<file path="src/btb_config.svh">
// ------------------------------
// Size settings of the branch target buffer
// BTB_LINES must stay 2**(BTB_ADDR_HI-3)
// Bit 3 picks the bank and bit 1 the way
// ------------------------------
`ifndef BTB_CONFIG_SVH
`define BTB_CONFIG_SVH

// Highest fetch address bit used for index, bank and offset
`define BTB_ADDR_HI 8

// Tag stored with each branch entry
`define BTB_TAG_W 6

// Offset from the fetch address to the branch target
`define BTB_TOFFSET_W 12

// Indexes per bank and way, from address bits BTB_ADDR_HI down to 4
`define BTB_LINES (1 << (`BTB_ADDR_HI - 3))

`endif

</file>
<file path="src/btb_pkg.sv">
// ------------------------------
// Types shared by the branch target buffer
// Entry field order sets the storage layout
// ------------------------------
`default_nettype none

package btb_pkg;

`include "btb_config.svh"

   // ------------------------------
   // Address and field vectors
   // ------------------------------

   // Halfword fetch address
   typedef logic [`BTB_ADDR_HI:1] btb_addr_t;

   // Line index, one per storage row
   typedef logic [`BTB_ADDR_HI:4] btb_index_t;

   typedef logic [`BTB_TAG_W-1:0] btb_tag_t;

   typedef logic [`BTB_TOFFSET_W-1:0] btb_toffset_t;

   // ------------------------------
   // Entry and response
   // ------------------------------

   // One predicted branch, tag in the top bits
   typedef struct packed {
      btb_tag_t     tag;
      btb_toffset_t toffset;
      logic         pc4;
      logic         boff;
      logic [1:0]   hist;
      logic         valid;
   } btb_entry_t;

   // Four half-bank slots, or four positions in fetch order
   typedef btb_entry_t [3:0] btb_slot_vec_t;

   // Read result in fetch order
   typedef struct packed {
      logic [3:0]    hit;
      btb_slot_vec_t entry;
   } btb_rd_resp_t;

endpackage

`default_nettype wire

</file>
<file path="src/btb_sram.sv">
// ------------------------------
// Single-port array, registered read
// Read data holds when re is low
// A write is not seen by a read in the same cycle
// ------------------------------
`default_nettype none

module btb_sram #(
   parameter int DEPTH = 32,
   parameter int WIDTH = 8
) (
   input  wire logic                     clk,
   input  wire logic                     we,
   input  wire logic                     re,
   input  wire logic [$clog2(DEPTH)-1:0] addr,
   input  wire logic [WIDTH-1:0]         wdata,
   output logic      [WIDTH-1:0]         rdata
);

   logic [WIDTH-1:0] mem [DEPTH];

   // Write port
   always_ff @(posedge clk) begin
      if (we) begin
         mem[addr] <= wdata;
      end
   end

   // Read port, old contents on a shared address
   always_ff @(posedge clk) begin
      if (re) begin
         rdata <= mem[addr];
      end
   end

endmodule

`default_nettype wire

</file>
<file path="src/btb_storage.sv">
// ------------------------------
// Entry arrays, two banks by two ways
// Only validating writes reach the arrays
// rden and wren must not be high together
// ------------------------------
`default_nettype none

`include "btb_config.svh"

module btb_storage
   import btb_pkg::*;
(
   input  wire logic       clk,
   input  wire logic       rst,
   input  wire logic       rden,
   input  wire logic       wren,
   input  wire btb_addr_t  rw_addr,
   input  wire btb_entry_t wr_entry,
   output btb_entry_t [1:0][1:0] rd_entry_f1
);

   btb_index_t      rw_index;
   logic [1:0][1:0] wr_en;

   // Index shared by read and write
   assign rw_index = rw_addr[`BTB_ADDR_HI:4];

   // ------------------------------
   // Write decode
   // ------------------------------

   // Bit 3 is the bank, bit 1 the way; bit 2 plays no part here
   always_comb begin
      for (int b = 0; b < 2; b++) begin
         for (int w = 0; w < 2; w++) begin
            wr_en[b][w] = wren & wr_entry.valid &
                          (rw_addr[3] == 1'(b)) & (rw_addr[1] == 1'(w));
         end
      end
   end

   // ------------------------------
   // Arrays
   // ------------------------------

   for (genvar b = 0; b < 2; b++) begin : g_bank
      for (genvar w = 0; w < 2; w++) begin : g_way
         btb_sram #(
            .DEPTH (`BTB_LINES),
            .WIDTH ($bits(btb_entry_t))
         ) sram_i (
            .clk   (clk),
            .we    (wr_en[b][w]),
            .re    (rden),
            .addr  (rw_index),
            .wdata (wr_entry),
            .rdata (rd_entry_f1[b][w])
         );
      end
   end

   // Single port, a read and a write never share a cycle
   a_rw_exclusive : assert property (
      @(posedge clk) disable iff (rst) !(rden && wren)
   ) else $error("btb_storage: rden and wren high in the same cycle");

endmodule

`default_nettype wire

</file>
<file path="src/btb_valid_array.sv">
// ------------------------------
// Valid bits and F1 request registers
// All bits clear on reset
// A write updates its bit one cycle late
// ------------------------------
`default_nettype none

`include "btb_config.svh"

module btb_valid_array
   import btb_pkg::*;
(
   input  wire logic      clk,
   input  wire logic      rst,
   input  wire logic      rden,
   input  wire logic      wren,
   input  wire btb_addr_t rw_addr,
   input  wire logic      wr_valid,
   output logic           rd_req_f1,
   output logic [1:0]     fetch_start_f1,
   output logic [3:0]     rd_valid_f1
);

   logic       wren_f1;
   logic       wr_valid_f1;
   btb_addr_t  addr_f1;
   btb_index_t index_f1;

   // Per index, bank and way
   logic [`BTB_LINES-1:0][1:0][1:0] valid_q;

   // ------------------------------
   // F1 request registers
   // ------------------------------

   always_ff @(posedge clk) begin
      if (rst) begin
         rd_req_f1 <= 1'b0;
         wren_f1   <= 1'b0;
      end else begin
         rd_req_f1 <= rden;
         wren_f1   <= wren;
      end
   end

   // Address and write data follow the strobes
   always_ff @(posedge clk) begin
      addr_f1     <= rw_addr;
      wr_valid_f1 <= wr_valid;
   end

   assign index_f1       = addr_f1[`BTB_ADDR_HI:4];
   assign fetch_start_f1 = addr_f1[3:2];

   // ------------------------------
   // Valid bit update
   // ------------------------------

   // Set on a validating write, clear on an invalidating one
   always_ff @(posedge clk) begin
      if (rst) begin
         valid_q <= '0;
      end else if (wren_f1) begin
         valid_q[index_f1][addr_f1[3]][addr_f1[1]] <= wr_valid_f1;
      end
   end

   // Bit 2*bank+way of the four at the read index
   assign rd_valid_f1 = {4{rd_req_f1}} & valid_q[index_f1];

   // An F1 read right after an invalidate sees the cleared bit
   a_invalidate_clears : assert property (
      @(posedge clk) disable iff (rst)
      (wren_f1 && !wr_valid_f1) |=>
         (index_f1 != $past(index_f1)) ||
         !rd_valid_f1[{$past(addr_f1[3]), $past(addr_f1[1])}]
   ) else $error("btb_valid_array: valid bit still set after invalidate");

endmodule

`default_nettype wire

</file>
<file path="src/btb_hit_select.sv">
// ------------------------------
// Tag compare and fetch-order reorder
// Purely combinational, F1 cycle
// Slots past the line end return empty
// ------------------------------
`default_nettype none

module btb_hit_select
   import btb_pkg::*;
(
   input  wire logic       rd_req_f1,
   input  wire logic [1:0] fetch_start_f1,
   input  wire logic [3:0] rd_valid_f1,
   input  wire btb_entry_t [1:0][1:0] rd_entry_f1,
   input  wire btb_tag_t   rd_tag_f1,
   output btb_rd_resp_t    rd_resp
);

   logic [3:0]    slot_hit;
   btb_slot_vec_t slot_entry;

   // ------------------------------
   // Compare and slot expansion
   // ------------------------------

   // Each match lands in the even or odd half of its bank
   always_comb begin : p_slots
      btb_entry_t cur;
      logic       match;
      logic [1:0] slot;

      slot_hit   = '0;
      slot_entry = '0;
      for (int b = 0; b < 2; b++) begin
         for (int w = 0; w < 2; w++) begin
            cur       = rd_entry_f1[b][w];
            // Stored valid field is replaced by the valid array bit
            cur.valid = rd_valid_f1[2*b+w];
            match     = cur.valid & (cur.tag == rd_tag_f1);
            slot      = {1'(b), cur.boff ^ cur.pc4};
            if (match) begin
               slot_hit[slot]   = 1'b1;
               // Both ways in one slot merge by OR
               slot_entry[slot] = slot_entry[slot] | cur;
            end
         end
      end
   end

   // ------------------------------
   // Rotation into fetch order
   // ------------------------------

   always_comb begin : p_rotate
      logic [2:0] src;

      rd_resp = '0;
      for (int n = 0; n < 4; n++) begin
         src = {1'b0, fetch_start_f1} + 3'(n);
         // No next line, so anything past slot 3 stays empty
         if (!src[2]) begin
            rd_resp.hit[n]   = slot_hit[src[1:0]];
            rd_resp.entry[n] = slot_entry[src[1:0]];
         end
      end
   end

   // Hits only ever come from a requested read
   always_comb begin
      a_hit_needs_req : assert final (rd_req_f1 || (rd_resp.hit == 4'b0000))
         else $error("btb_hit_select: hit reported without a read request");
   end

endmodule

`default_nettype wire

</file>
<file path="src/btb_top.sv">
// ------------------------------
// Branch target buffer storage, top level
// One-cycle read, hits valid in F1
// Never read and write in one cycle
// ------------------------------
`default_nettype none

module btb_top
   import btb_pkg::*;
(
   input  wire logic       clk,
   input  wire logic       rst,
   input  wire logic       rden,
   input  wire logic       wren,
   input  wire btb_addr_t  rw_addr,
   input  wire btb_entry_t wr_entry,
   input  wire btb_tag_t   rd_tag_f1,
   output btb_rd_resp_t    rd_resp
);

   logic                  rd_req_f1;
   logic [1:0]            fetch_start_f1;
   logic [3:0]            rd_valid_f1;
   btb_entry_t [1:0][1:0] rd_entry_f1;

   // Entry arrays
   btb_storage storage_i (
      .clk         (clk),
      .rst         (rst),
      .rden        (rden),
      .wren        (wren),
      .rw_addr     (rw_addr),
      .wr_entry    (wr_entry),
      .rd_entry_f1 (rd_entry_f1)
   );

   // Valid bits and F1 request
   btb_valid_array valid_i (
      .clk            (clk),
      .rst            (rst),
      .rden           (rden),
      .wren           (wren),
      .rw_addr        (rw_addr),
      .wr_valid       (wr_entry.valid),
      .rd_req_f1      (rd_req_f1),
      .fetch_start_f1 (fetch_start_f1),
      .rd_valid_f1    (rd_valid_f1)
   );

   // F1 compare and reorder
   btb_hit_select hit_i (
      .rd_req_f1      (rd_req_f1),
      .fetch_start_f1 (fetch_start_f1),
      .rd_valid_f1    (rd_valid_f1),
      .rd_entry_f1    (rd_entry_f1),
      .rd_tag_f1      (rd_tag_f1),
      .rd_resp        (rd_resp)
   );

endmodule

`default_nettype wire

</file>
<file path="config.mk">
export PLATFORM = sky130hd
export DESIGN_NAME = btb_top
export DESIGN_NICKNAME = d
export VERILOG_FILES = /design/src/btb_pkg.sv /design/src/btb_sram.sv /design/src/btb_storage.sv /design/src/btb_valid_array.sv /design/src/btb_hit_select.sv /design/src/btb_top.sv
export VERILOG_INCLUDE_DIRS = /design/src
export SDC_FILE = /design/constraint.sdc
export NUM_CORES = 2
export LEC_CHECK = 0
export BUFFER_PORTS_ARGS = -buffer_cell sky130_fd_sc_hd__buf_4
export CORE_MARGIN = 2
export CORE_UTILIZATION = 40
export CTS_BUF_LIST = sky130_fd_sc_hd__clkbuf_4 sky130_fd_sc_hd__clkbuf_8
export DETAILED_ROUTE_END_ITERATION = 8
export MAX_ROUTING_LAYER = met4
export PLACE_DENSITY = 0.62
export SLEW_MARGIN = 20
export SYNTH_ARGS = -nofsm -noshare
export SYNTH_HDL_FRONTEND = slang
export SYNTH_HIERARCHICAL = 1
export SYNTH_SLANG_ARGS = --single-unit
</file>
<file path="constraint.sdc">
create_clock -name clk -period 5 [get_ports clk]
set_clock_uncertainty 0.05 [all_clocks]
set_input_delay 0.75 -clock clk [delete_from_list [all_inputs] [get_ports clk]]
set_output_delay 0.75 -clock clk [all_outputs]
set_load 0.1 [all_outputs]
</file>
==> flow_metrics.env <==
export IMPL_power_leakage_uw=0.0497
export IMPL_hpwl_um=224000
export IMPL_die_y_um=555
export IMPL_layout_nets=7991
export IMPL_worst_ep_arrival_time_ps=4600
export IMPL_coreArea_um2=303000
export IMPL_regArea_um2=90000
export IMPL_initial_core_util_pct=40.2
export IMPL_drtIter0Drc=7247
export IMPL_min_path_type="primary input to flop"
export IMPL_cts_sinks=3043
export IMPL_r2r_cells=5
export IMPL_drv_cap=0
export IMPL_crit_type="flop to output port"
export IMPL_routedWlPerCell_um=29.3
export IMPL_max_slew_margin_pct=20.7
export IMPL_endpoint_kind="output port"
export IMPL_critPathMaxFanout=9
export IMPL_finalInstanceArea_um2=143000
export IMPL_cts_tree="built"
export IMPL_worst_slack_ps=-401
export IMPL_tightest_slew_ps=1180
export IMPL_switching_share_pct=23.3
export IMPL_routed_wl_um=361000
export IMPL_final_min_clock_period_ps=5400
export IMPL_grt_util_all_layers_pct=23.3
export IMPL_syn_inst=7231
export IMPL_status="finished with violations"
export IMPL_violations="setup timing"
export IMPL_holdWs_ps=82.5
export IMPL_dr_pass1_iters=5
export IMPL_min_path_cells=1
export IMPL_fin_util_pct=47.3
export IMPL_power_total_uw=52000
export IMPL_multiInputGateArea_um2=31300
export IMPL_avgViaCountPerCell=5.72
export IMPL_syn_to_final_growth_pct=17.7
export IMPL_port_buffers=136
export IMPL_rows=202
export IMPL_max_freq_mhz=185
export IMPL_cts_buffers=473
export IMPL_fp_dieW_um=555
export IMPL_clockRootBuffer="clkbuf_8"
export IMPL_powerDensity_nw_per_um2=364
export IMPL_syn_cell_area_um2=122000
export IMPL_cts_max_level=5
export IMPL_grt_pass1_vias=68400
export IMPL_p_switching_uw=12100
export IMPL_pwr_share_clk_pct=39.1
export IMPL_grt_antenna_before_repair=19
export IMPL_gp_congestion=0.940
export IMPL_cts_path_max_buffers=4
export IMPL_seqPwrFrac_pct=54.3
export IMPL_drive_gt1_share_pct=23.0
export IMPL_pin_count=137
export IMPL_worst_ep_required_time_ps=4200
export IMPL_pre_cts_ws_ps=-256
export IMPL_fin_crit_sh_pct=108
export IMPL_ant_nets=0
export IMPL_placed_cell_area_um2=130000
export IMPL_synth_nets=7280
export IMPL_internal_power_uw=39900
export IMPL_comb_power_share_pct=6.5
export IMPL_slew_viol_final=0
export IMPL_remaining_drc_errors=0
export IMPL_peakVddDrop_uv=232
export IMPL_die_area_um2=308000
export IMPL_grt_max_degree=129
export IMPL_clk_latency_ps=1120
export IMPL_syn_avg_cell_area_um2=16.8
export IMPL_finalHoldViolCount=0
export IMPL_rsz0062_at_grt="yes"
export IMPL_start_kind="flop"
export IMPL_nFillCells=25300
export IMPL_vias=70300
export IMPL_yosys_warnings=6
export IMPL_grt_pass1_wl_um=504000
export IMPL_setup_violations=96
export IMPL_path_clk_slew_ps=60
export IMPL_grt_ovfl_total=0
[final timing paths]
| kind | from | to | slack, ps |
|---|---|---|---|
| setup / recovery | valid_i/addr_f1[6] | rd_resp[19] | -400 |
| setup reg to reg | valid_i/addr_f1[2] | valid_i/valid_q[91] | 2330 |
| hold reg to reg | valid_i/valid_q[125] | valid_i/valid_q[125] | 450 |
| hold / removal | wr_entry[5] | storage_i/g_bank[0].g_way[1].sram_i/mem[7][5] | 80 |
[layout by cell type, fill, tap and decap left out, drive strengths merged, types with 14 or more instances in the layout]
master	n
o21ai	29
nand2	133
nand3b	22
or4b	20
nor3	116
and3	14
nand4b	20
a22o	15
inv	28
a32oi	15
mux2i	1616
xnor2	23
clkinv	157
clkbuf	650
buf	713
a21oi	26
nor4	194
nand4	15
edfxtp	2904
nand3	94
o22ai	755
a32o	29
nand4bb	25
and2	26
diode	19
a22oi	18
dfxtp	139
a211oi	14
nor2	304
[metrics by stage]
stage          TNS [ps]  cells
2_1_floorplan      -498   7231
3_3_place_gp      -2040  11300
3_5_place_dp      -3520  11300
4_1_cts          -28650  12200
5_1_grt          -37180  12300
6_report         -22660  12300
[power by group through the flow]
stage	Clock, uW	Sequential, uW	Combinational, uW
2_1_floorplan	0	28600	1640
5_1_grt	21800	28200	3510
6_report	20400	28300	3390
3_5_place_dp	0	28800	3190
3_3_place_gp	0	28800	3160
4_1_cts	20700	28200	3300
[critical path, stage by stage, from the launching register on]
cell      delay [ps]
dfxtp_4          380
buf_16           150
or4bb_4          620
o22ai_2          220
nor4_4            80
a21boi_2         270
buf_6            210
nand2_4           70
nor3_4           220
buf_6            140
buf_12           170
a22oi_1          110
mux2_2           360
a211oi_4         290
buf_12           210
[timing repair]
action	CTS	global route
setup buffers	43	43
hold buffers	7	0
hold endpoints to repair	22	0
resized for setup	343	222
endpoints found under the setup margin	96	96
cloned	8	4
pin swaps	74	81
[metal layers]
metal / wire length (um) / global-route usage, % / part of all wire, %
met1: 146000 / 29.6 / 41
met2: 175000 / 37.5 / 49
met3: 21400 / 3.14 / 5.9
met4: 17800 / 10.3 / 4.9
met5: 0 / - / 0
[final cells by class]
class                   instances  share of cell area (%)
flip-flops and latches       3043                    63.0
multi-input cells            3681                    21.9
clock buffers                 645                    5.51
inverters                      18                  0.0508
diodes                         19                  0.0333
well taps                    3978                    3.48
clock inverters               192                   0.893
repair buffers                725                    5.19
[sequential cells by signal (all words and copies together), names as in the netlist]
| signal | flops |
|---|---|
| valid_i/wren_f1 | 1 |
| valid_i/wr_valid_f1 | 1 |
| storage_i/g_bank.g_way.sram_i/rdata | 88 |
| valid_i/rd_req_f1 | 1 |
| valid_i/valid_q | 128 |
| valid_i/addr_f1 | 8 |
| storage_i/g_bank.g_way.sram_i/mem | 2816 |
Note: power is estimated with default switching activity, not from simulation.
